File: src/verilog/soc_bus_pkg.sv
// Bus definitions for the system controller
// Wishbone and CSR widths, region codes and the decoded address word
package soc_bus_pkg;

	// ----------------------------------------
	// Wishbone
	// ----------------------------------------
	localparam int WB_ADDR_W = 32;
	localparam int WB_DATA_W = 32;

	typedef logic [WB_DATA_W-1:0] wb_data_t;
	typedef logic [WB_DATA_W/8-1:0] wb_sel_t;

	// Top address bits pick the slave region
	localparam int REGION_W = 3;
	localparam logic [REGION_W-1:0] REGION_RAM = 3'b000;
	localparam logic [REGION_W-1:0] REGION_CSR = 3'b100;

	// Same word seen raw by the slaves, split by the decoder
	typedef union packed {
		logic [WB_ADDR_W-1:0] raw;
		struct packed {
			logic [REGION_W-1:0] region;
			logic [WB_ADDR_W-REGION_W-1:0] offset;
		} fld;
	} wb_addr_u;

	// Returned by regions with no device behind them
	localparam wb_data_t ABSENT_PATTERN = 32'habadface;

	// ----------------------------------------
	// CSR bus, word addressed
	// ----------------------------------------
	localparam int CSR_BANK_W = 4;
	localparam int CSR_REG_W = 10;
	localparam int CSR_ADDR_W = CSR_BANK_W + CSR_REG_W;

endpackage

File: src/verilog/soc_ctrl_pkg.sv
// System controller definitions
// Register map, system ID and reset and LED timing defaults
package soc_ctrl_pkg;

	// Bank of the system controller on the CSR bus
	localparam logic [soc_bus_pkg::CSR_BANK_W-1:0] SYSCTL_BANK = 4'd1;

	// Register indexes inside the bank
	localparam logic [soc_bus_pkg::CSR_REG_W-1:0] REG_GPIO_IN = 10'd0;
	localparam logic [soc_bus_pkg::CSR_REG_W-1:0] REG_GPIO_OUT = 10'd1;
	localparam logic [soc_bus_pkg::CSR_REG_W-1:0] REG_SYSTEM_ID = 10'd2;
	localparam logic [soc_bus_pkg::CSR_REG_W-1:0] REG_HARD_RESET = 10'd3;

	// "MONE"
	localparam logic [31:0] SYSTEM_ID = 32'h4d4f4e45;

	localparam int GPIO_IN_W = 4;
	localparam int GPIO_OUT_W = 2;

	// Timing defaults, in sys_clk cycles
	// Peripheral hold must stay below the debounce time
	localparam int DEBOUNCE_CYCLES_DEF = 16;
	localparam int PERIPH_HOLD_CYCLES_DEF = 6;
	localparam int LED_HOLD_CYCLES_DEF = 32;

endpackage

File: src/verilog/soc_ifs.sv


interface csr_if;
	import soc_bus_pkg::*;

	logic [CSR_ADDR_W-1:0] adr;
	logic we;
	wb_data_t dat_w;
	// Zero from a slave whose bank is not addressed
	wb_data_t dat_r;

	modport bridge (output adr, we, dat_w, input dat_r);
	modport slave (input adr, we, dat_w, output dat_r);
endinterface

File: src/verilog/sys_ctrl.sv
// System controller CSR bank
// GPIO, system ID, hard-reset trigger and the receive-activity LED
`timescale 1ns/1ps

module sys_ctrl #(
	parameter int LED_HOLD_CYCLES = soc_ctrl_pkg::LED_HOLD_CYCLES_DEF
) (
	input  logic sys_clk,
	input  logic sys_rst_i,
	csr_if.slave csr,
	input  logic [soc_ctrl_pkg::GPIO_IN_W-1:0] gpio_i,
	input  logic uart_rxd_i,
	output logic [soc_ctrl_pkg::GPIO_OUT_W:0] led_o,
	output logic hard_reset_o
);
	import soc_bus_pkg::*;
	import soc_ctrl_pkg::*;

	localparam int LED_W = $clog2(LED_HOLD_CYCLES + 1);

	logic [GPIO_IN_W-1:0] gpio_meta;
	logic [GPIO_IN_W-1:0] gpio_sync;
	logic [GPIO_OUT_W-1:0] gpio_out;
	logic bank_sel;
	logic [CSR_REG_W-1:0] reg_idx;
	logic wr_en;
	logic rxd_q;
	logic [LED_W-1:0] rx_cnt;

	// ----------------------------------------
	// CSR decode
	// ----------------------------------------
	assign bank_sel = csr.adr[CSR_ADDR_W-1 -: CSR_BANK_W] == SYSCTL_BANK;
	assign reg_idx = csr.adr[CSR_REG_W-1:0];
	assign wr_en = csr.we & bank_sel;

	always_ff @(posedge sys_clk) begin
		if (sys_rst_i) begin
			gpio_out <= '0;
			hard_reset_o <= 1'b0;
		end else begin
			// Any data value triggers it
			hard_reset_o <= wr_en & (reg_idx == REG_HARD_RESET);
			if (wr_en & (reg_idx == REG_GPIO_OUT))
				gpio_out <= csr.dat_w[GPIO_OUT_W-1:0];
		end
	end

	// Other banks see zero from here
	always_comb begin
		csr.dat_r = '0;
		if (bank_sel) begin
			case (reg_idx)
				REG_GPIO_IN: csr.dat_r = WB_DATA_W'(gpio_sync);
				REG_GPIO_OUT: csr.dat_r = WB_DATA_W'(gpio_out);
				REG_SYSTEM_ID: csr.dat_r = SYSTEM_ID;
				default: csr.dat_r = '0;
			endcase
		end
	end

	// ----------------------------------------
	// Input sync and activity LED
	// ----------------------------------------
	always_ff @(posedge sys_clk) begin
		gpio_meta <= gpio_i;
		gpio_sync <= gpio_meta;
		// Single stage keeps the LED response short
		rxd_q <= uart_rxd_i;
	end

	// Reload while the line is low, then count the hold time out
	always_ff @(posedge sys_clk) begin
		if (sys_rst_i)
			rx_cnt <= '0;
		else if (!rxd_q)
			rx_cnt <= LED_W'(LED_HOLD_CYCLES);
		else if (rx_cnt != '0)
			rx_cnt <= rx_cnt - 1'b1;
	end

	assign led_o = {gpio_out, rx_cnt != '0};

endmodule

File: src/flat_wrapper.sv
// flat-port wrapper written by rule: the top's interface ports become plain ports
module sys_ctrl_flat import soc_bus_pkg::*; import soc_ctrl_pkg::*;
#(
	parameter int LED_HOLD_CYCLES = soc_ctrl_pkg::LED_HOLD_CYCLES_DEF
)
  (sys_clk, sys_rst_i, gpio_i, uart_rxd_i, led_o, hard_reset_o, csr_adr, csr_we, csr_dat_w, csr_dat_r);
  csr_if csr_i ();
  input  logic sys_clk;
  input  logic sys_rst_i;
  input  logic [soc_ctrl_pkg::GPIO_IN_W-1:0] gpio_i;
  input  logic uart_rxd_i;
  output logic [soc_ctrl_pkg::GPIO_OUT_W:0] led_o;
  output logic hard_reset_o;
  input wire logic [$bits(csr_i.adr)-1:0] csr_adr;
  input wire logic [$bits(csr_i.we)-1:0] csr_we;
  input wire logic [$bits(csr_i.dat_w)-1:0] csr_dat_w;
  output wire logic [$bits(csr_i.dat_r)-1:0] csr_dat_r;
  assign csr_i.adr = csr_adr;
  assign csr_i.we = csr_we;
  assign csr_i.dat_w = csr_dat_w;
  assign csr_dat_r = csr_i.dat_r;
  sys_ctrl #(.LED_HOLD_CYCLES(LED_HOLD_CYCLES)) u_core (.sys_clk(sys_clk), .sys_rst_i(sys_rst_i), .csr(csr_i), .gpio_i(gpio_i), .uart_rxd_i(uart_rxd_i), .led_o(led_o), .hard_reset_o(hard_reset_o));
endmodule
File: config.mk
export PLATFORM = sky130hd
export DESIGN_NAME = sys_ctrl_flat
export DESIGN_NICKNAME = d
export VERILOG_FILES = /design/src/verilog/soc_bus_pkg.sv /design/src/verilog/soc_ctrl_pkg.sv /design/src/verilog/soc_ifs.sv /design/src/verilog/sys_ctrl.sv /design/src/flat_wrapper.sv
export SDC_FILE = /design/constraint.sdc
export NUM_CORES = 1
export LEC_CHECK = 0
export ABC_AREA = 1
export BUFFER_PORTS_ARGS = -buffer_cell sky130_fd_sc_hd__buf_2
export CAP_MARGIN = 20
export CORE_ASPECT_RATIO = 1.1
export CORE_MARGIN = 4
export CORE_UTILIZATION = 38
export CTS_BUF_LIST = sky130_fd_sc_hd__clkbuf_2
export CTS_CLUSTER_DIAMETER = 80
export DETAILED_ROUTE_END_ITERATION = 6
export PLACE_DENSITY = 0.81
export SYNTH_ARGS = -nofsm -noshare
export SYNTH_HDL_FRONTEND = slang
export SYNTH_SLANG_ARGS = --single-unit
File: constraint.sdc
create_clock -name sys_clk -period 2.72 [get_ports sys_clk]
set_clock_uncertainty 0.15 [all_clocks]
set_input_delay 0.544 -clock sys_clk [delete_from_list [all_inputs] [get_ports sys_clk]]
set_output_delay 0.544 -clock sys_clk [all_outputs]
set_load 0.01 [all_outputs]
==> results.json <==
{
  "syn_avg_cell_area_um2": 8.15,
  "synthDominantAreaCellType": "sky130_fd_sc_hd__dfxtp_1",
  "clk_path_buf_depth": 2,
  "final_layout_size_suffix_gt1_frac": 0.398,
  "worstPathRequired_ns": 2.03,
  "die-area_um2": 3570,
  "post-cts-setup-buffers": 0,
  "grt_pass1_vias": 796,
  "synth_area_leaders": "sky130_fd_sc_hd__dfxtp_1, sky130_fd_sc_hd__buf_4, sky130_fd_sc_hd__nand2_1, sky130_fd_sc_hd__nor2_1, sky130_fd_sc_hd__nand3_1",
  "path_cells": "buf_2, nor2_1, nand2_4, nor2_8, nand3_2, nor2_1, buf_4, buf_2",
  "critical_path_end_type": "output port",
  "chipWidth_um": 57.4,
  "initial_utilization": 0.400,
  "ctsHoldBuffers": 0,
  "dpl.hpwl_mm": 1.60,
  "grt_max_degree": 15,
  "crit_slowest_cell": "sky130_fd_sc_hd__nor2_1",
  "power_w": 0.000611,
  "post_cts_resized": 0,
  "cts.sinks": 18,
  "power.share.switching": 0.343,
  "cts-buffers-inserted": 3,
  "max-cap-violations": 0,
  "timing.critical_path.from_type": "input pin",
  "diodes": 0,
  "setup-violations-final": 0,
  "tritoncts": "built",
  "clk_latency_ns": 0.30,
  "vias": 809,
  "wl_mm": 1.93,
  "count_of_endpoints_failing_hold_in_the_final_timing_report": 0,
  "critPathArrivalTime_ns": 1.54,
  "netlist-cell-type-count": 26,
  "iteration_0_drc_markers": 11,
  "power_frac_comb": 0.309,
  "gpl.final_weighted_congestion": 0.712,
  "finalCriticalPeriod_ns": 2.23,
  "clk_root_buffer_cell": "sky130_fd_sc_hd__clkbuf_2",
  "layout.cells.most_common": "sky130_fd_sc_hd__buf_2",
  "cts.clk_slew.worst_paths_ns": 0.17,
  "seq_power_share": 0.504,
  "worst_path_dominant_cell_family": "simple AND/OR/NAND/NOR gates",
  "min_period_over_period": 0.820,
  "port-buffer-count": 45,
  "groute.usage.overall": 0.111,
  "syn_area_um2": 1020,
  "num-nets-final": 218,
  "worstHoldPathType": "input pin to register",
  "yosysSeqAreaShare": 0.354,
  "fmax_ghz": 0.448,
  "power.internal_w": 0.000402,
  "fp-row-count": 19,
  "antenna_found_initial": 0,
  "post_drt_wl_per_cell_um": 10.0,
  "leakagePower_nw": 0.653,
  "global_route.overflow_total": 0,
  "timing_max_transition_violations_final": 0,
  "final_core_utilization": 0.454,
  "synthToLayoutAreaGrowth_pct": 13.4,
  "ant_nets": 0,
  "depth_of_the_cts_h_tree": 1,
  "run_status": "complete, no violations",
  "worst_path_largest_cell_delay_ns": 0.18,
  "dr.pass1.iters": 4,
  "power_frac_clock": 0.187,
  "grt_setup_unrepaired": "false",
  "timing.critical_path.fanout_max": 14,
  "power_switching_w": 0.000209,
  "critical_path_buf_inv_count": 3,
  "grt_pass1_wl_mm": 3.26,
  "postSynthRegisterBits": 18,
  "mostFrequentLayoutCells": "sky130_fd_sc_hd__buf_2, sky130_fd_sc_hd__dfxtp_1, sky130_fd_sc_hd__conb_1",
  "fp.coreArea_um2": 2540,
  "cellPowerDensity_nw_per_um2": 529,
  "remaining_drc_errors": 0,
  "critical_path_class": "input pin to output port",
  "total_neg_setup_slack_ns": 0,
  "die_h_um": 62.3,
  "viasPerCell": 4.21,
  "netlist.area_leader.share": 0.354,
  "ios": 90,
  "power.ir.vdd_worst_v": 0.000413,
  "syn_inst": 125,
  "synthesis.yosys.warnings": 0
}
-- synth_stat cells --
cell type / count
sky130_fd_sc_hd__nand3_1: 9
sky130_fd_sc_hd__a21oi_1: 6
sky130_fd_sc_hd__inv_2: 1
sky130_fd_sc_hd__xnor2_1: 1
sky130_fd_sc_hd__or2_0: 1
sky130_fd_sc_hd__nor3_1: 1
sky130_fd_sc_hd__ha_1: 2
sky130_fd_sc_hd__buf_4: 27
sky130_fd_sc_hd__nor2_1: 13
sky130_fd_sc_hd__nand4_4: 1
sky130_fd_sc_hd__o21ai_0: 1
sky130_fd_sc_hd__nand3_2: 2
sky130_fd_sc_hd__a211oi_1: 1
sky130_fd_sc_hd__nand2_4: 1
sky130_fd_sc_hd__nand4_1: 2
sky130_fd_sc_hd__inv_1: 11
sky130_fd_sc_hd__nand2_1: 13
sky130_fd_sc_hd__nand3b_1: 2
sky130_fd_sc_hd__nor2_4: 2
sky130_fd_sc_hd__xor2_1: 1
sky130_fd_sc_hd__nor2_8: 1
sky130_fd_sc_hd__dfxtp_1: 18
sky130_fd_sc_hd__and3_2: 1
sky130_fd_sc_hd__nor2_2: 5
sky130_fd_sc_hd__conb_1: 1
sky130_fd_sc_hd__nand2_2: 1
-- metrics by stage --
step | area (um^2) | hold slack, ns | worst slack [ns] | std cells
after floorplan | 1070 | 0.160 | 0.213 | 138
after global placement | 1140 | 0.161 | 0.495 | 188
after detailed placement | 1140 | 0.168 | 0.465 | 188
after CTS | 1150 | 0.173 | 0.467 | 192
after global routing | 1150 | 0.163 | 0.317 | 192
final | 1150 | 0.178 | 0.490 | 192
-- sequential cells by signal, indices dropped and copies added, names as in the netlist --
register             cells
u_core.rxd_q             1
u_core.gpio_out          2
u_core.gpio_meta         4
u_core.hard_reset_o      1
u_core.rx_cnt            6
u_core.gpio_sync         4
-- cell type report --
class | instances | area [um^2]
clock buffer | 3 | 15.0
clock inverter | 1 | 3.75
fill | 269 | 1390
inverter | 12 | 45.0
multi-input combinational | 81 | 459
sequential | 18 | 360
tap | 31 | 38.8
timing repair buffer | 46 | 233
-- cells by family (layout without fill, tap and decap cells) --
logic type	Yosys count	in the layout	share of synthesized area
xor+xnor	2	2	0.0172
fa+ha+maj	2	2	0.0246
compound gates	8	8	0.0418
simple gates	55	55	0.316
buf+inv	39	62	0.243
other cells	1	14	0.00368
flops	18	18	0.354
-- power by group through the flow --
stage | logic (W) | clock network [W] | registers (W)
floorplan | 0.000161 | 0 | 0.000310
detailed placement | 0.000188 | 0 | 0.000314
finish | 0.000189 | 0.000114 | 0.000308
CTS | 0.000190 | 0.000116 | 0.000308
global placement | 0.000185 | 0 | 0.000312
global route | 0.000216 | 0.000127 | 0.000311
-- final timing paths --
kind,start,to,slack [ns],cells past startpoint
setup / recovery,csr_adr[3],csr_dat_r[17],0.49,8
setup reg to reg,u_core.rx_cnt[0]$_SDFFE_PP0P_,u_core.rx_cnt[3]$_SDFFE_PP0P_,1.37,5
hold / removal,uart_rxd_i,u_core.rxd_q$_DFF_P_,0.18,1
hold reg to reg,u_core.gpio_meta[3]$_DFF_P_,u_core.gpio_sync[3]$_DFF_P_,0.20,0
-- per-layer routing --
layer	global-route usage	vias to the layer above	routed length, um
li1	-	427	-
met1	0.130	339	823
met2	0.185	41	856
met3	0.0455	2	240
met4	0.0261	0	4
met5	0	-	0
No activity file was read; power rests on OpenSTA's default activity.
