## config.mk

```make
export PLATFORM = sky130hd
export DESIGN_NAME = csr_bridge_flat
export DESIGN_NICKNAME = d
export VERILOG_FILES = /design/src/verilog/soc_bus_pkg.sv /design/src/verilog/soc_ifs.sv /design/src/verilog/csr_bridge.sv /design/src/flat_wrapper.sv
export SDC_FILE = /design/constraint.sdc
export NUM_CORES = 1
export LEC_CHECK = 0
export ABC_AREA = 1
export BUFFER_PORTS_ARGS = -buffer_cell sky130_fd_sc_hd__buf_2
export CORE_ASPECT_RATIO = 1.2
export CORE_UTILIZATION = 42
export CTS_CLUSTER_SIZE = 14
export DETAILED_ROUTE_END_ITERATION = 7
export PLACE_DENSITY = 0.88
export RECOVER_POWER = 25
export SLEW_MARGIN = 10
export SYNTH_ARGS = -nofsm -noshare
export SYNTH_HDL_FRONTEND = slang
export SYNTH_SLANG_ARGS = --single-unit
```

## constraint.sdc

```tcl
create_clock -name sys_clk -period 3.85 [get_ports sys_clk]
set_input_delay 0.9625 -clock sys_clk [delete_from_list [all_inputs] [get_ports sys_clk]]
set_output_delay 0.9625 -clock sys_clk [all_outputs]
set_load 0.01 [all_outputs]
```

## src/verilog/soc_bus_pkg.sv

```systemverilog
// Bus definitions for the system controller
// Wishbone and CSR widths, region codes and the decoded address word
package soc_bus_pkg;

	// ----------------------------------------
	// Wishbone
	// ----------------------------------------
	localparam int WB_ADDR_W = 32;
	localparam int WB_DATA_W = 32;

	typedef logic [WB_DATA_W-1:0] wb_data_t;
	typedef logic [WB_DATA_W/8-1:0] wb_sel_t;

	// Top address bits pick the slave region
	localparam int REGION_W = 3;
	localparam logic [REGION_W-1:0] REGION_RAM = 3'b000;
	localparam logic [REGION_W-1:0] REGION_CSR = 3'b100;

	// Same word seen raw by the slaves, split by the decoder
	typedef union packed {
		logic [WB_ADDR_W-1:0] raw;
		struct packed {
			logic [REGION_W-1:0] region;
			logic [WB_ADDR_W-REGION_W-1:0] offset;
		} fld;
	} wb_addr_u;

	// Returned by regions with no device behind them
	localparam wb_data_t ABSENT_PATTERN = 32'habadface;

	// ----------------------------------------
	// CSR bus, word addressed
	// ----------------------------------------
	localparam int CSR_BANK_W = 4;
	localparam int CSR_REG_W = 10;
	localparam int CSR_ADDR_W = CSR_BANK_W + CSR_REG_W;

endpackage

```

## src/verilog/soc_ifs.sv

```systemverilog
// Bus interfaces inside the system controller
// Point-to-point Wishbone classic and the shared CSR bus
`timescale 1ns/1ps

interface wb_if;
	import soc_bus_pkg::*;

	wb_addr_u adr;
	wb_data_t dat_w;
	wb_data_t dat_r;
	wb_sel_t sel;
	logic we;
	logic cyc;
	logic stb;
	logic ack;

	// Decoder side
	modport master (output adr, dat_w, sel, we, cyc, stb, input dat_r, ack);
	// Slave answers with data and a one-cycle ack
	modport slave (input adr, dat_w, sel, we, cyc, stb, output dat_r, ack);
endinterface

interface csr_if;
	import soc_bus_pkg::*;

	logic [CSR_ADDR_W-1:0] adr;
	logic we;
	wb_data_t dat_w;
	// Zero from a slave whose bank is not addressed
	wb_data_t dat_r;

	modport bridge (output adr, we, dat_w, input dat_r);
	modport slave (input adr, we, dat_w, output dat_r);
endinterface

```

## src/verilog/csr_bridge.sv

```systemverilog
// Wishbone to CSR bridge
// Turns each Wishbone access into a single CSR cycle, ack two cycles later
`timescale 1ns/1ps

module csr_bridge (
	input logic sys_clk,
	input logic sys_rst_i,
	wb_if.slave bus,
	csr_if.bridge csr
);
	import soc_bus_pkg::*;

	localparam logic [1:0] ST_IDLE = 2'd0;
	localparam logic [1:0] ST_ACCESS = 2'd1;
	localparam logic [1:0] ST_ACK = 2'd2;

	logic [1:0] state;

	// ----------------------------------------
	// Sequencer
	// ----------------------------------------
	always_ff @(posedge sys_clk) begin
		if (sys_rst_i) begin
			state <= ST_IDLE;
			csr.we <= 1'b0;
		end else begin
			case (state)
				ST_IDLE: begin
					if (bus.cyc & bus.stb) begin
						state <= ST_ACCESS;
						csr.we <= bus.we;
					end
				end
				// Write strobe lasts this cycle only
				ST_ACCESS: begin
					state <= ST_ACK;
					csr.we <= 1'b0;
				end
				default: state <= ST_IDLE;
			endcase
		end
	end

	// Address and data follow the bus while idle
	always_ff @(posedge sys_clk) begin
		if (state == ST_IDLE) begin
			csr.adr <= bus.adr.raw[CSR_ADDR_W+1:2];
			csr.dat_w <= bus.dat_w;
		end
		// Capture the OR-combined read data
		if (state == ST_ACCESS)
			bus.dat_r <= csr.dat_r;
	end

	assign bus.ack = state == ST_ACK;

	assert property (@(posedge sys_clk) csr.we |=> !csr.we)
		else $error("csr_bridge: CSR write strobe longer than one cycle");

endmodule

```

## src/flat_wrapper.sv

```systemverilog
// flat-port wrapper written by rule: the top's interface ports become plain ports
module csr_bridge_flat import soc_bus_pkg::*;
  (sys_clk, sys_rst_i, bus_adr, bus_dat_w, bus_sel, bus_we, bus_cyc, bus_stb, bus_dat_r, bus_ack, csr_adr, csr_we, csr_dat_w, csr_dat_r);
  wb_if bus_i ();
  csr_if csr_i ();
  input logic sys_clk;
  input logic sys_rst_i;
  input wire logic [$bits(bus_i.adr)-1:0] bus_adr;
  input wire logic [$bits(bus_i.dat_w)-1:0] bus_dat_w;
  input wire logic [$bits(bus_i.sel)-1:0] bus_sel;
  input wire logic [$bits(bus_i.we)-1:0] bus_we;
  input wire logic [$bits(bus_i.cyc)-1:0] bus_cyc;
  input wire logic [$bits(bus_i.stb)-1:0] bus_stb;
  output wire logic [$bits(bus_i.dat_r)-1:0] bus_dat_r;
  output wire logic [$bits(bus_i.ack)-1:0] bus_ack;
  output wire logic [$bits(csr_i.adr)-1:0] csr_adr;
  output wire logic [$bits(csr_i.we)-1:0] csr_we;
  output wire logic [$bits(csr_i.dat_w)-1:0] csr_dat_w;
  input wire logic [$bits(csr_i.dat_r)-1:0] csr_dat_r;
  assign bus_i.adr = bus_adr;
  assign bus_i.dat_w = bus_dat_w;
  assign bus_i.sel = bus_sel;
  assign bus_i.we = bus_we;
  assign bus_i.cyc = bus_cyc;
  assign bus_i.stb = bus_stb;
  assign bus_dat_r = bus_i.dat_r;
  assign bus_ack = bus_i.ack;
  assign csr_adr = csr_i.adr;
  assign csr_we = csr_i.we;
  assign csr_dat_w = csr_i.dat_w;
  assign csr_i.dat_r = csr_dat_r;
  csr_bridge u_core (.sys_clk(sys_clk), .sys_rst_i(sys_rst_i), .bus(bus_i), .csr(csr_i));
endmodule
```

==> results of run 1 <==
[registers in the layout, indices dropped and copies added, names as in the netlist]
register and count:
u_core.csr.we 1, u_core.csr.adr 14, u_core.csr.dat_w 32, u_core.bus.dat_r 32
u_core.state 2
[kinds of logic after synthesis]
| kind of cell | after synthesis | synth area share (%) |
|---|---|---|
| buffers and inverters | 6 | 0.910 |
| DFF | 81 | 97.1 |
| and+or+nand+nor | 12 | 1.97 |
[metrics by stage]
stage	power, mW	hold slack (ns)
global placement	1.18	0.520
floorplan	1.10	0.482
CTS	1.73	0.557
global route	1.79	0.584
finish	1.72	0.551
detailed placement	1.19	0.538
[cell usage after synthesis (all sizes together)]
| master | n | share of area [%] |
|---|---|---|
| inv | 6 | 0.91 |
| nand2 | 6 | 0.91 |
| dfxtp | 3 | 2.4 |
| nand3 | 1 | 0.20 |
| edfxtp | 78 | 95 |
| nor2 | 5 | 0.86 |
[power groups by stage]
stage	logic [mW]	registers (mW)	clock network, mW
3_5_place_dp	0.137	1.05	0
3_3_place_gp	0.132	1.05	0
4_1_cts	0.137	1.03	0.562
5_1_grt	0.146	1.04	0.601
6_report	0.135	1.03	0.554
2_1_floorplan	0.0159	1.08	0
[area by class of cell]
type | count | area, um^2 | share of cell area, %
clock buffers | 10 | 128 | 3.57
clock inverters | 6 | 50.0 | 1.40
inverters | 6 | 22.5 | 0.630
multi-input cells | 12 | 53.8 | 1.51
flip-flops and latches | 81 | 2400 | 67.2
well taps | 80 | 100 | 2.80
repair buffers | 163 | 817 | 22.9
[how the worst min path moves through the flow]
| stage | endpoint | slack, ns | cells past startpoint |
|---|---|---|---|
| final | u_core.csr.we | 0.55 | 4 |
| after global routing | u_core.csr.we | 0.58 | 4 |
| after CTS | u_core.csr.we | 0.56 | 4 |
| after detailed placement | u_core.csr.we | 0.54 | 4 |
| after global placement | u_core.state[1] | 0.52 | 2 |
| after floorplan | u_core.state[1] | 0.48 | 2 |
[layer usage]
layer / up-vias / global-route usage, % / part of all wire (%)
li1: 724 / - / -
met1: 707 / 17.8 / 35
met2: 108 / 29.3 / 52
met3: 10 / 8.93 / 11
met4: 0 / 7.66 / 1.4
met5: - / 0 / 0
[layout by cell type, fill, tap and decap left out]
master | synthesis | routed
inv_6 | 0 | 2
nor2_4 | 0 | 1
clkinv_4 | 0 | 2
clkbuf_1 | 0 | 2
edfxtp_1 | 78 | 78
buf_2 | 0 | 161
nor2_1 | 4 | 4
inv_1 | 6 | 6
nand3_1 | 1 | 1
clkbuf_8 | 0 | 9
buf_4 | 0 | 1
nand2_1 | 6 | 6
clkinvlp_4 | 0 | 2
dfxtp_1 | 3 | 3
[worst max-delay path, cell delays in order, from the launching register on]
cell and delay [ns]:
dfxtp_1 0.40, inv_1 0.08, nor2_1 0.07, buf_2 0.14
==> results.toml, run 1 <==
[status]
outcome = "completed"

[place]
gp_congestion = 0.725
placedCellCount = 342
place_area_mm2 = 0.00340
dp_hpwl_mm = 4.10
pre_cts_ws_ns = 2.11
io_buffers = 162

[finish]
drive_gt1_share_pct = 64.0
num-fill-cells = 410
postLayoutCoreUtil_pct = 63.0
area_growth_syn_to_layout_pct = 44.5
antennaDiodeCount = 0
final_cells = 358
design_area_mm2 = 0.00357
nets = 378

[global_routing]
antenna_found_initial = 0
grt_max_degree = 49
first_global_vias = 1518
grt_pass1_wl_mm = 7.57
track_usage_pct = 17.3
grt_remaining_overflow = 0

[timing]
setup_ws_ns = 1.87
maxSlewViolCount = 0
layout_worst_path_cycle_share_pct = 51.5
rsz0062_at_grt = "no"
maxSlewHeadroom_pct = 26.5
fin_skew_ns = 0.00971
fin_tns_setup_ns = 0
hold_violations = 0
max_freq_mhz = 504
setup_viol = 0
worst_slew_pin_slew_ns = 1.10
min_period_ns = 1.98

[min_path]
hold_start = "u_core.csr.we"
hp-class = "flop to flop"

[clock_tree]
clk_latency_ns = 0.35
cts_buffers = 9
h-tree-depth = 3
cts_tree = "built"
clockBufferDepth = 2
clock-sinks = 81
cts_resized = 0
root_buffer = "clkbuf_8"
cts.reportedPaths.clkPinSlew_ns = 0.08
post-cts-setup-buffers = 0
hold_buffers = 0

[setup_path]
crit_type = "flop to primary output"
worstReg2RegEnd = "u_core.bus.dat_r[20]"
crit_end = "bus_ack"
crit_path_end_kind = "primary output"
reg2regPathDepth = 2
arrival_ns = 1.02
crit_path_start = "u_core.state[1]"
worst_setup_path_start_kind = "flop"
path_max_fanout = 2
timing.rr.start = "u_core.state[0]"
reg2reg_setup_slack_ns = 2.13
required_ns = 2.89

[synth]
yosysWarnings = 0
yosys.cell_types.count = 7
ys_ff_latch = 81
ys_seq_area_share_pct = 97.1
syn_area_mm2 = 0.00247
syn_nets = 204
syn_inst = 99
syn_area_per_cell_um2 = 25.0

[floorplanning]
fp.dieArea_mm2 = 0.00620
placement_rows = 30
die_y_um = 86.1
ioPinCount = 185
coreArea_mm2 = 0.00567
dieWidth_um = 72.1
start_util_pct = 43.6

[power]
pwr-share-comb_pct = 7.8
peakVddDrop_mv = 0.318
p_leak_nw = 1.58
seqPwrFrac_pct = 60.0
swShare_pct = 23.2
power.internal_mw = 1.32
powerDensity_mw_per_mm2 = 482
switchingPower_mw = 0.399
pwr-share-clk_pct = 32.2

[route]
drcViolationCount = 0
wl_mm = 5.44
ant_nets = 0
drtPass1Iterations = 4
vias = 1549
via_per_inst = 4.33
wl_per_cell_um = 15.2
drt-initial-drc-count = 106

[job]
max_cap_violations = 0
Note: power is estimated with default switching activity, not from simulation.
==> run 2, diff against run 1 <==
Settings changed: CORE_UTILIZATION 42 to 39, PLACE_DENSITY 0.88 to 0.83.
Clock period 3.85 ns to 1.9 ns, I/O delays scaled along.
==> run 2 against run 1 <==
Net effect:
- register-to-register slack worse by 1.5 ns
- setup slack worse by 1.4 ns
- clock skew down 0.0026 ns
- sequential share of layout area down 2.0 points
- count of clock-buffer cells in the layout down 1
- worst hold slack worse by 0.25 ns
- critical path depth unchanged
- routed wire length down 12%
- combinational power up 110%
- via count down 1.3%
==> results.toml, run 2 (synthesized netlist as in run 1, its figures left out) <==
[floorplanning]
placement_rows = 31
fp.dieArea_mm2 = 0.00667
ioPinCount = 185
die_y_um = 89.2
start_util_pct = 40.6
coreArea_mm2 = 0.00609
dieWidth_um = 74.7

[timing]
setup_ws_ns = 0.429
holdWs_ns = 0.302
hold_violations = 0
layout_worst_path_cycle_share_pct = 77.4
fin_tns_setup_ns = 0
maxSlewViolCount = 0
rsz0062_at_grt = "no"
maxSlewHeadroom_pct = 74.6
min_period_ns = 1.47
setup_viol = 0
worst_slew_pin_slew_ns = 0.382
max_freq_mhz = 680
fin_skew_ns = 0.00711

[route]
drtPass1Iterations = 4
via_per_inst = 4.24
ant_nets = 0
drt-initial-drc-count = 26
drcViolationCount = 0
wl_per_cell_um = 13.3
wl_mm = 4.79
vias = 1529

[power]
switchingPower_mw = 0.748
pwr-share-clk_pct = 40.1
power.internal_mw = 3.21
peakVddDrop_mv = 0.718
swShare_pct = 18.9
seqPwrFrac_pct = 52.9
p_leak_nw = 1.64
powerDensity_mw_per_mm2 = 1070
pwr-share-comb_pct = 7.0

[global_routing]
track_usage_pct = 14.0
antenna_found_initial = 0
grt_remaining_overflow = 0
first_global_vias = 1455
grt_pass1_wl_mm = 6.35
grt_max_degree = 49

[place]
io_buffers = 162
gp_congestion = 0.714
dp_hpwl_mm = 3.74
pre_cts_ws_ns = 0.647

[finish]
top_regs = "u_core.bus.dat_r: 32 flops, u_core.csr.dat_w: 32 flops, u_core.csr.adr: 14 flops"
drive_gt1_share_pct = 64.5
mostFrequentLayoutCell = "buf_2"
final_cell_mix = "162 x buf_2, 78 x edfxtp_1, 9 x clkbuf_8"
num-fill-cells = 442
antennaDiodeCount = 0
area_growth_syn_to_layout_pct = 49.0
nets = 379
multi_input_area_um2 = 53.8
regArea_mm2 = 0.00240

[clock_tree]
cts_resized = 0
hold_buffers = 0
cts_tree = "built"
clockBufferDepth = 2
root_buffer = "clkbuf_8"
clock-sinks = 81
cts.reportedPaths.clkPinSlew_ns = 0.08
clk_latency_ns = 0.34
cts_buffers = 9
h-tree-depth = 3
post-cts-setup-buffers = 0

[job]
max_cap_violations = 0

[setup_path]
timing.rr.start = "u_core.state[0]"
worstReg2RegEnd = "u_core.bus.dat_r[21]"
reg2regPathDepth = 3
worst_setup_path_start_kind = "flop"
arrival_ns = 1.00
crit_path_end_kind = "primary output"
reg2reg_setup_slack_ns = 0.64
crit_type = "flop to primary output"
path_max_fanout = 2
required_ns = 1.42

[min_path]
min_to = "u_core.csr.adr[4]"
min_path_cells = 1
hold_start = "bus_adr[6]"
hp-class = "input port to flop"

[status]
outcome = "completed"
[run 2: power groups by stage]
stage | combinational [mW] | sequential [mW] | clock, mW
after floorplan | 0.0328 | 2.19 | 0
after global placement | 0.273 | 2.13 | 0
after detailed placement | 0.281 | 2.13 | 0
after CTS | 0.281 | 2.09 | 1.62
after global routing | 0.304 | 2.10 | 1.67
final | 0.277 | 2.09 | 1.58
[run 2: critical path: stages, from the launching register on]
cell	delay (ns)
dfxtp_1	0.38
inv_1	0.07
nor2_1	0.08
buf_2	0.13
[run 2: per-layer routing]
| metal | vias up | global-route usage [%] | part of all wire [%] |
|---|---|---|---|
| met4 | 0 | 12.0 | 3.0 |
| met1 | 671 | 12.9 | 35 |
| li1 | 725 | - | - |
| met2 | 121 | 22.4 | 48 |
| met3 | 12 | 7.22 | 14 |
| met5 | - | 0 | 0 |
[run 2: stage by stage]
step / instances / cell area, um^2 / util (%) / power (mW)
6_report: 361 / 3680 / 60.5 / 3.95
4_1_cts: 361 / 3680 / 60.5 / 3.99
3_5_place_dp: 345 / 3420 / 56.2 / 2.41
2_1_floorplan: 99 / 2480 / - / 2.22
3_3_place_gp: 345 / 3420 / 56.2 / 2.40
5_1_grt: 361 / 3680 / 60.5 / 4.07
[run 2: final cells by class]
class	count	area share (%)
clock inverters	7	3.84
flip-flops and latches	81	65.2
clock buffers	9	3.36
inverters	6	0.611
well taps	82	2.78
multi-input cells	12	1.46
repair buffers	164	22.8
[run 2: worst max-delay path by stage]
stage               depth (start not counted)  slack, ns            start                   end
floorplan                                   2       0.40  u_core.state[0]   u_core.bus.dat_r[0]
global placement                            3       0.67  u_core.state[0]  u_core.bus.dat_r[10]
detailed placement                          3       0.65  u_core.state[0]  u_core.bus.dat_r[24]
CTS                                         3       0.41  u_core.state[1]               bus_ack
global route                                3       0.37  u_core.state[1]               bus_ack
finish                                      3       0.43  u_core.state[1]               bus_ack
