==> src/verilog/soc_bus_pkg.sv <==
// Bus definitions for the system controller
// Wishbone and CSR widths, region codes and the decoded address word
package soc_bus_pkg;

	// ----------------------------------------
	// Wishbone
	// ----------------------------------------
	localparam int WB_ADDR_W = 32;
	localparam int WB_DATA_W = 32;

	typedef logic [WB_DATA_W-1:0] wb_data_t;
	typedef logic [WB_DATA_W/8-1:0] wb_sel_t;

	// Top address bits pick the slave region
	localparam int REGION_W = 3;
	localparam logic [REGION_W-1:0] REGION_RAM = 3'b000;
	localparam logic [REGION_W-1:0] REGION_CSR = 3'b100;

	// Same word seen raw by the slaves, split by the decoder
	typedef union packed {
		logic [WB_ADDR_W-1:0] raw;
		struct packed {
			logic [REGION_W-1:0] region;
			logic [WB_ADDR_W-REGION_W-1:0] offset;
		} fld;
	} wb_addr_u;

	// Returned by regions with no device behind them
	localparam wb_data_t ABSENT_PATTERN = 32'habadface;

	// ----------------------------------------
	// CSR bus, word addressed
	// ----------------------------------------
	localparam int CSR_BANK_W = 4;
	localparam int CSR_REG_W = 10;
	localparam int CSR_ADDR_W = CSR_BANK_W + CSR_REG_W;

endpackage

==> src/verilog/soc_ctrl_pkg.sv <==
// System controller definitions
// Register map, system ID and reset and LED timing defaults
package soc_ctrl_pkg;

	// Bank of the system controller on the CSR bus
	localparam logic [soc_bus_pkg::CSR_BANK_W-1:0] SYSCTL_BANK = 4'd1;

	// Register indexes inside the bank
	localparam logic [soc_bus_pkg::CSR_REG_W-1:0] REG_GPIO_IN = 10'd0;
	localparam logic [soc_bus_pkg::CSR_REG_W-1:0] REG_GPIO_OUT = 10'd1;
	localparam logic [soc_bus_pkg::CSR_REG_W-1:0] REG_SYSTEM_ID = 10'd2;
	localparam logic [soc_bus_pkg::CSR_REG_W-1:0] REG_HARD_RESET = 10'd3;

	// "MONE"
	localparam logic [31:0] SYSTEM_ID = 32'h4d4f4e45;

	localparam int GPIO_IN_W = 4;
	localparam int GPIO_OUT_W = 2;

	// Timing defaults, in sys_clk cycles
	// Peripheral hold must stay below the debounce time
	localparam int DEBOUNCE_CYCLES_DEF = 16;
	localparam int PERIPH_HOLD_CYCLES_DEF = 6;
	localparam int LED_HOLD_CYCLES_DEF = 32;

endpackage

==> src/verilog/reset_ctrl.sv <==
// Reset conditioner
// Synchronizes and debounces reset, releases peripherals ahead of the system
`timescale 1ns/1ps

module reset_ctrl #(
	parameter int DEBOUNCE_CYCLES = soc_ctrl_pkg::DEBOUNCE_CYCLES_DEF,
	parameter int PERIPH_HOLD_CYCLES = soc_ctrl_pkg::PERIPH_HOLD_CYCLES_DEF
) (
	input  logic sys_clk,
	input  logic reset_i,
	input  logic hard_reset_i,
	output logic sys_rst_o,
	output logic periph_rst_n_o
);

	localparam int DEB_W = $clog2(DEBOUNCE_CYCLES + 1);
	localparam int HOLD_W = $clog2(PERIPH_HOLD_CYCLES + 1);

	logic rst_meta;
	logic rst_sync;
	logic rst_req;
	logic [DEB_W-1:0] deb_cnt;
	logic [HOLD_W-1:0] hold_cnt;

	// Two-flop synchronizer on the external reset
	always_ff @(posedge sys_clk) begin
		rst_meta <= reset_i;
		rst_sync <= rst_meta;
	end

	// Either source restarts both counters
	assign rst_req = rst_sync | hard_reset_i;

	// ----------------------------------------
	// System reset debounce
	// ----------------------------------------
	always_ff @(posedge sys_clk) begin
		if (rst_req)
			deb_cnt <= DEB_W'(DEBOUNCE_CYCLES);
		else if (deb_cnt != '0)
			deb_cnt <= deb_cnt - 1'b1;
		sys_rst_o <= rst_req | (deb_cnt != '0);
	end

	// ----------------------------------------
	// Peripheral reset, shorter hold
	// ----------------------------------------
	always_ff @(posedge sys_clk) begin
		if (rst_req)
			hold_cnt <= HOLD_W'(PERIPH_HOLD_CYCLES);
		else if (hold_cnt != '0)
			hold_cnt <= hold_cnt - 1'b1;
		periph_rst_n_o <= ~rst_req & (hold_cnt == '0);
	end

	// Peripherals must be out of reset before the system starts
	assert property (@(posedge sys_clk) $fell(sys_rst_o) |-> periph_rst_n_o)
		else $error("reset_ctrl: system reset released before peripheral reset");

endmodule

==> config.mk <==
export PLATFORM = sky130hd
export DESIGN_NAME = reset_ctrl
export DESIGN_NICKNAME = d
export VERILOG_FILES = /design/src/verilog/soc_bus_pkg.sv /design/src/verilog/soc_ctrl_pkg.sv /design/src/verilog/reset_ctrl.sv
export SDC_FILE = /design/constraint.sdc
export NUM_CORES = 1
export LEC_CHECK = 0
export ABC_AREA = 1
export BUFFER_PORTS_ARGS = -buffer_cell sky130_fd_sc_hd__buf_4
export CAP_MARGIN = 0
export CORE_MARGIN = 2
export CORE_UTILIZATION = 30
export CTS_CLUSTER_DIAMETER = 200
export DETAILED_ROUTE_END_ITERATION = 12
export GPL_TIMING_DRIVEN = 0
export SLEW_MARGIN = 10
export SYNTH_ARGS = -nofsm -noshare
export SYNTH_HDL_FRONTEND = slang
export SYNTH_SLANG_ARGS = --single-unit
==> constraint.sdc <==
create_clock -name sys_clk -period 2.3 [get_ports sys_clk]
set_input_delay 0.23 -clock sys_clk [delete_from_list [all_inputs] [get_ports sys_clk]]
set_output_delay 0.23 -clock sys_clk [all_outputs]
set_load 0.005 [all_outputs]
==> run metrics, run 1 <==
outcome=finished, final reports clean; FP Rows=14; Avg Cell Area, Syn=approximately 8.9 sq um; htree depth=1; skew final=roughly 1.6 ps; CTS tree=done; fmax=850.9 MHz; Initial Utilization=between 30 and 40%; via count=roughly 350; vias per cell=4.358; Core Footprint=between 1500 and 2000 sq um; Cells after Synth=57; post-CTS sizing=0; Final min period=1175 ps; Pwr Density=between 700 and 800 nW/um^2; Synth area leaders=dfxtp_1 (47%), ha_1 (9.9%), nand2_1 (5.9%), nand3_1 (4.9%), inv_1 (4.4%); CP required=about 2500 ps; Min-Delay Path Class=in2reg; final net count=73; CTS root buf=clkbuf_4; Critical Path AT=around 1300 ps; relative slew slack=between 80 and 90%; dpl ws=about 1100 ps; final hold slack=between 50 and 60 ps; count of non-filler cells in the finished layout=81; vias in the first global route=between 300 and 400; Yosys cell types=20; worst-path fanout max=5; dpl cells=77; period utilisation layout=51.09%; worst vdd ir=around 310 uV; final wirelength=approximately 700 um; Max-Cap Viols=0; Final WS setup=about 1100 ps; most common cell after layout, fill and taps aside=dfxtp_1; die area=2034 sq um; CTS sink count=12; post-synth top area cell=dfxtp_1; largest net degree at the start of global routing=11; grt ovf=0; hold-fix buffers at CTS=0; Post-Syn Area=between 500 and 600 sq um; CTS buffer count=3; leakage=around 0.28 nW; routed len/inst=8.654 um; Placer Congestion=roughly 0.78; Clock Latency Late Sink=~270 ps; Final setup viols=0; HPWL Detailed=523.4 um; Crit Path Category=reg2reg; layout cells sized above 1=a little over a quarter; total iterations of the first detailed-routing run=3; IO Pins=5; post-synth top area share=a little under half; antenna violations before repair=0; Fin. Hold Viols=0; Fill cells=around 170; Clock Path Buffers=2; post-synthesis register bit count=12; crit end category=flop; RSZ-0062 raised after global routing=false; global-route wire length before repair=around 1.3 mm; setup TNS=0 ps; die height=around 45 um; DRT iter0 DRCs=2; Reg clk slew, reported paths=~80 ps; Ys Warns=0; PortBufs=4; All-Layer GR Usage=9.279%; Final ANT Viol Nets=0; Post-CTS Setup Bufs=0; Slew Limit Fails=0; Syn Nets=64; crit path launch type=flop; most frequent cells in the layout=dfxtp_1 (12), nand2_1 (8), inv_1 (6), buf_4 (5), nand3_1 (5); Ant. Diodes=0; Layout area overhead=17.04%; worst slew pin tran=roughly 190 ps; DRC viols=0; Die X=~45 um; sequential area share after synthesis=a little under half
## layout make-up
class	instances	area [sq um]	area share, %
plain buffers	1	7.507	1.266
clock buffers	4	36.28	6.118
inverters	8	30.03	5.063
multi-input cells	36	229.0	38.61
flip-flops and latches	12	240.2	40.51
well taps	16	20.02	3.376
repair buffers	4	30.03	5.063
## registers in the layout, summed over array words and instances (netlist names)
register and flops:
deb_cnt 5, hold_cnt 3, periph_rst_n_o 1, rst_meta 1
rst_sync 1, sys_rst_o 1
## cells by family after synthesis
family          share of synthesized area, %
buf+inv                                7.408
compound gates                         5.431
simple gates                           26.42
flops                                  47.41
xor+xnor                               3.457
fa+ha+maj                              9.877
## critical path: stages, from the launching register on
cell	delay [ps]
dfxtp_1	310
inv_1	130
ha_1	160
inv_1	40
nor2_2	150
nand2_2	120
nand3b_1	100
nand2_1	50
## through the flow
| stage | utilization (%) | total power, W | cell area (sq um) |
|---|---|---|---|
| 3_5_place_dp | 36.12 | 0.0002981 | 556.8 |
| 4_1_cts | 38.47 | 0.0004685 | 593.1 |
| 3_3_place_gp | 36.12 | 0.0002961 | 556.8 |
| 5_1_grt | 38.47 | 0.0004892 | 593.1 |
| 6_report | 38.47 | 0.0004604 | 593.1 |
| 2_1_floorplan | - | 0.0002847 | 506.7 |
## where the power goes
group          switching [W]  internal (W)  total [W]  leakage, nW
sequential         0.0000103      0.000221   0.000231       0.0991
combinational      0.0000335     0.0000275  0.0000610        0.161
clock              0.0000720     0.0000961   0.000168       0.0210
total               0.000116      0.000345   0.000460        0.281
## path summary, 6_finish.rpt
path | from | to | slack, ps | cells after the start
worst max-delay path | deb_cnt[0] | deb_cnt[1] | 1120 | 7
worst min-delay path | reset_i | rst_meta | 60 | 1
worst min register to register | rst_meta | rst_sync | 330 | 0
worst max register to register | deb_cnt[0] | deb_cnt[1] | 1120 | 7
## synthesized netlist by cell type
master,instances
nand3_1,5
a21oi_1,2
o211ai_1,1
nand3b_1,1
nand2_2,1
nor2_1,2
dfxtp_1,12
nand3_2,1
ha_1,4
nand4_1,2
inv_2,2
xnor2_1,2
o21ai_0,1
nor3_1,1
nor2_4,1
nand2_1,8
buf_4,1
o21ai_1,1
inv_1,6
nor2_2,3
## metal layers
metal	GRT usage (%)	wire length, um	vias to the layer above
li1	-	-	202
met1	11.94	394	144
met2	13.14	280	7
met3	2.400	26	0
met4	7.059	0	0
met5	0	0	-
Note: power is estimated with default switching activity, not from simulation.
==> run 2, diff against run 1 <==
- clock period: 2.3 -> 1.14 ns (I/O delays scaled with it)
==> run 2 against run 1 <==
Compared with the run above:
- wire length up 6.0%
- critical path depth unchanged
- worst hold slack worse by 34 ps
- clock skew about the same
- combinational power up 130%
- register-to-register slack worse by 1100 ps
- die area unchanged
- first-iteration DRC count unchanged
- clock power up 100%
- clock-buffer cell count unchanged
- maximum frequency up 9.6%
- critical endpoint unchanged
- largest cell class unchanged
- highest routed layer is now met4
==> run metrics, run 2 (same netlist as run 1, synthesis figures left out) <==
outcome=finished, final reports clean; Fill cells=~170; CTS sink count=12; die area=2034 sq um; Min-Delay Path Class=in2reg; GR peak layer=met2; worst-path fanout max=5; Ant. Diodes=0; combinational share of power=approximately 14%; most common cell after layout, fill and taps aside=dfxtp_1; hold depth=2; switching power total=roughly 0.00024 W; PortBufs=4; Pwr Density=1511 nW/um^2; Crit Path Category=reg2reg; vias in the first global route=approximately 320; largest net degree at the start of global routing=11; All-Layer GR Usage=9.279%; clock power share=a little over a third; global-route wire length before repair=between 1 and 1.5 mm; top flop regs=deb_cnt x5, hold_cnt x3; CTS tree=done; Power, Total=0.0009489 W; Die X=approximately 45 um; r2r endpoint=deb_cnt[1]; via count=about 360; routed len/inst=8.952 um; most flop-heavy register=deb_cnt; CTS buffer count=3; CTS root buf=clkbuf_4; period utilisation layout=between 90% and 100%; Seq pwr share=49.6%; Hold Path End=periph_rst_n_o; hold path startpoint=hard_reset_i; crit path launch type=flop; internal power=between 0.0007 and 0.0008 W; CP required=1310 ps; switching share of power=between 20% and 30%; final instance area=between 600 and 700 sq um; worst slew pin tran=between 150 and 200 ps; FP Rows=14; Critical Path AT=approximately 1200 ps; htree depth=1; met2 Use GR=13.14%; met3 Use GR=2.400%; Placer Congestion=around 0.8; r2r setup slk=70 ps; Final setup viols=0; HPWL Detailed=between 500 and 600 um; Final min period=1072 ps; Layout area overhead=23.95%; DRT iter0 DRCs=2; Fin. Hold Viols=0; Core Footprint=1541 sq um; die height=45.10 um; layout cells sized above 1=around a third; placed cell areas=556.8 sq um; Clock Path Buffers=2; crit end category=flop; Worst R2R Start=deb_cnt[0]; most frequent cells in the layout=dfxtp_1 (10), nand2_1 (7), buf_4 (6), inv_1 (5), nand3_1 (5); Clock Latency Late Sink=around 270 ps; total iterations of the first detailed-routing run=2; max reg flops=5; fmax=about 930 MHz; skew final=about 1.4 ps; worst vdd ir=~620 uV; Slew Limit Fails=0; Final ANT Viol Nets=0; Max-Cap Viols=0; DRC viols=0; grt ovf=0; IO Pins=5; Reg clk slew, reported paths=about 80 ps; leakage=0.2982 nW; final wirelength=roughly 740 um; final net count=75; relative slew slack=between 80% and 90%; Initial Utilization=32.87%; GR Util met1=between 10% and 20%; antenna violations before repair=0; vias per cell=between 4 and 5; FF-to-FF path depth=7
## run 2: changes by cell type in the layout (fill, tap and decap cells not counted), sizes merged
| cell | previous run | this run |
|---|---|---|
| dlygate4sd3 | 0 | 1 |
| buf | 5 | 6 |
## run 2: power by group through the flow
stage               Combinational [W]  Clock (W)  Sequential [W]
finish                       0.000138   0.000341        0.000471
global route                 0.000159   0.000373        0.000474
CTS                          0.000128   0.000354        0.000467
detailed placement           0.000125          0        0.000477
global placement             0.000121          0        0.000476
floorplan                    0.000101          0        0.000473
## run 2: how the worst max path moves through the flow
stage / cells after the start / start / endpoint / slack [ps]
floorplan: 7 / deb_cnt[0] / deb_cnt[4] / 90
CTS: 7 / deb_cnt[0] / deb_cnt[1] / 10
global placement: 7 / deb_cnt[0] / deb_cnt[1] / -30
global route: 7 / deb_cnt[0] / deb_cnt[1] / -0.05
finish: 7 / deb_cnt[0] / deb_cnt[1] / 70
detailed placement: 7 / deb_cnt[0] / deb_cnt[1] / -30
## run 2: area by class of cell
cell class,instances,area (sq um),share of cell area (%)
clock buffer,4,36.28,5.777
sequential,12,242.7,38.65
multi-input combinational,36,241.5,38.45
tap,16,20.02,3.187
buffer,1,7.507,1.195
timing repair buffer,6,47.55,7.570
inverter,8,32.53,5.179
## run 2: through the flow
step / instances / hold WS (ps) / util [%] / setup TNS (ps) / setup WS [ps]
final: 83 / 22.22 / 40.75 / 0 / 67.60
after CTS: 82 / 11.29 / 39.12 / 0 / 14.54
after detailed placement: 77 / 219.6 / 36.12 / -72.17 / -32.15
after global placement: 77 / 219.1 / 36.12 / -68.41 / -28.20
after floorplan: 57 / 141.7 / - / 0 / 89.13
after global routing: 83 / 7.272 / 40.75 / -0.04530 / -0.04530
## run 2: per-layer routing
metal  wire [um]  part of all wire, %
met1         408                   55
met5           0                    0
met2         296                   40
met4          14                  1.9
met3          24                  3.2
## run 2: critical path: stages (launching register included)
cell and delay (ps):
dfxtp_2 350, inv_4 50, ha_1 180, inv_1 80, nor2_4 60, buf_4 130, nand4_1 60, nand2_1 60
## run 2: what timing repair did
action                     4_1_cts  5_1_grt
gates resized for setup          1        6
setup buffers                    0        1
hold buffers                     1        0
hold endpoints to repair         1        0
pin swaps                        0        1
cloned                           0        0
setup endpoints to repair        5        7
==> run 3, diff against run 2 <==
- CORE_MARGIN: 2 -> 1.5
- CTS_BUF_LIST: unset -> sky130_fd_sc_hd__clkbuf_8
- REMOVE_ABC_BUFFERS: unset -> 1
==> run 3 against run 2 <==
Compared with the run above:
- via count rose by 4.7%
- final cell count stayed put
- core utilization increased by 2.1 points
- sequential share of layout area down 2.1 points
- register-to-register slack about the same
- global-route usage increased by 0.080 points
- worst hold slack improved by 35 ps
- critical path depth did not move
- largest power group is now the clock network
- highest routed layer unchanged
==> run metrics, run 3 (same netlist as run 1, synthesis figures left out) <==
Min-Delay Path Class=in2reg; Max-Cap Viols=0; worst vdd ir=~660 uV; via count=380; CTS sink count=12; Critical Path AT=approximately 1200 ps; Pwr Density=about 1700 nW/um^2; vias per cell=4.578; crit end category=flop; most common cell after layout, fill and taps aside=dfxtp_1; final wirelength=796 um; final net count=between 70 and 80; Slew Limit Fails=0; FP Rows=14; GR peak layer=met2; Final min period=approximately 1100 ps; Crit Path Category=reg2reg; vias in the first global route=around 340; CTS buffer count=3; Placer Congestion=between 0.7 and 0.8; Fill cells=between 100 and 150; Die X=around 44 um; PortBufs=4; fmax=942.1 MHz; max reg flops=5; skew final=4.686 ps; DRT iter0 DRCs=3; dpl cells=76; period utilisation layout=between 90% and 100%; DRC viols=0; Clock Latency Late Sink=about 240 ps; IO Pins=5; met2 Use GR=14.41%; outcome=finished, final reports clean; global-route wire length before repair=1.269 mm; CP required=1280 ps; Final ANT Viol Nets=0; dpl ws=-58.23 ps; die area=~1900 sq um; die height=around 44 um; worst-path fanout max=5; hold path startpoint=hard_reset_i; HPWL Detailed=approximately 560 um; Fin. Hold Viols=0; CTS root buf=clkbuf_8; most flop-heavy register=deb_cnt; Initial Utilization=32.87%; Clock Path Buffers=2; final hold slack=57.47 ps; crit path launch type=flop; antenna violations before repair=0; layout cells sized above 1=a little over a third; routed len/inst=between 9 and 10 um; Layout area overhead=30.37%; crit path from=deb_cnt[1]; total iterations of the first detailed-routing run=3; htree depth=1; Reg clk slew, reported paths=60 ps; Power, Total=0.001099 W; GR Util met1=between 10% and 20%; leakage=around 0.31 nW; Final setup viols=0; All-Layer GR Usage=9.359%; CTS tree=done; worst slew pin tran=about 430 ps; largest net degree at the start of global routing=12; relative slew slack=71.14%; RSZ-0062 raised after global routing=false; Worst R2R Start=deb_cnt[1]; top flop regs=deb_cnt x5, hold_cnt x3; count of non-filler cells in the finished layout=between 80 and 90; Ant. Diodes=0; met3 Use GR=under 10%; r2r setup slk=80 ps; Core Footprint=around 1500 sq um; grt ovf=0; Final WS setup=just under 80 ps; most frequent cells in the layout=dfxtp_1 (11), nand2_1 (8), buf_4 (6)
==> run 3: critical path, stage by stage (launching register included) <==
cell and delay [ps]:
dfxtp_1 330, inv_2 80, ha_4 120, inv_2 40, nor2_4 150, nand2_4 90
nand3b_1 90, nand2_1 50
==> run 3: final cells by class <==
class                           count  area [sq um]  share of cell area (%)
Timing Repair Buffer                7         55.05                   8.333
Tap cell                           16         20.02                   3.030
Clock buffer                        4         55.05                   8.333
Sequential cell                    12         241.5                   36.55
Multi-Input combinational cell     36         256.5                   38.83
Inverter                            8         32.53                   4.924
==> run 3: metrics by stage <==
stage          area, sq um  util (%)  TNS [ps]
2_1_floorplan        499.2         -         0
3_3_place_gp         549.3     35.63    -81.67
3_5_place_dp         549.3     35.63    -164.8
5_1_grt              660.6     42.86         0
4_1_cts              619.3     40.18         0
6_report             660.6     42.86         0
==> run 3: timing repair <==
| item | in CTS | in global routing |
|---|---|---|
| hold endpoints to repair | 1 | 0 |
| resized for setup | 2 | 8 |
| pin swaps | 0 | 1 |
| hold buffers | 1 | 0 |
| buffers inserted | 0 | 2 |
| endpoints found under the setup margin | 5 | 4 |
==> run 3: final timing paths <==
check / end / cells past startpoint
setup / recovery: deb_cnt[1] / 7
hold / removal: periph_rst_n_o / 2
setup reg to reg: deb_cnt[1] / 7
hold reg to reg: rst_sync / 0
==> run 3: layer usage <==
layer	up-vias	routed length (um)	part of all wire, %
met2	6	337	42
met3	2	31	3.9
met1	169	412	52
met4	0	14	1.8
li1	203	-	-
met5	-	0	0
==> run 3: where the power goes <==
part	switching [W]	total, W	internal (W)
combinational	0.0000837	0.000155	0.0000712
sequential	0.0000240	0.000471	0.000447
clock	0.000167	0.000472	0.000305
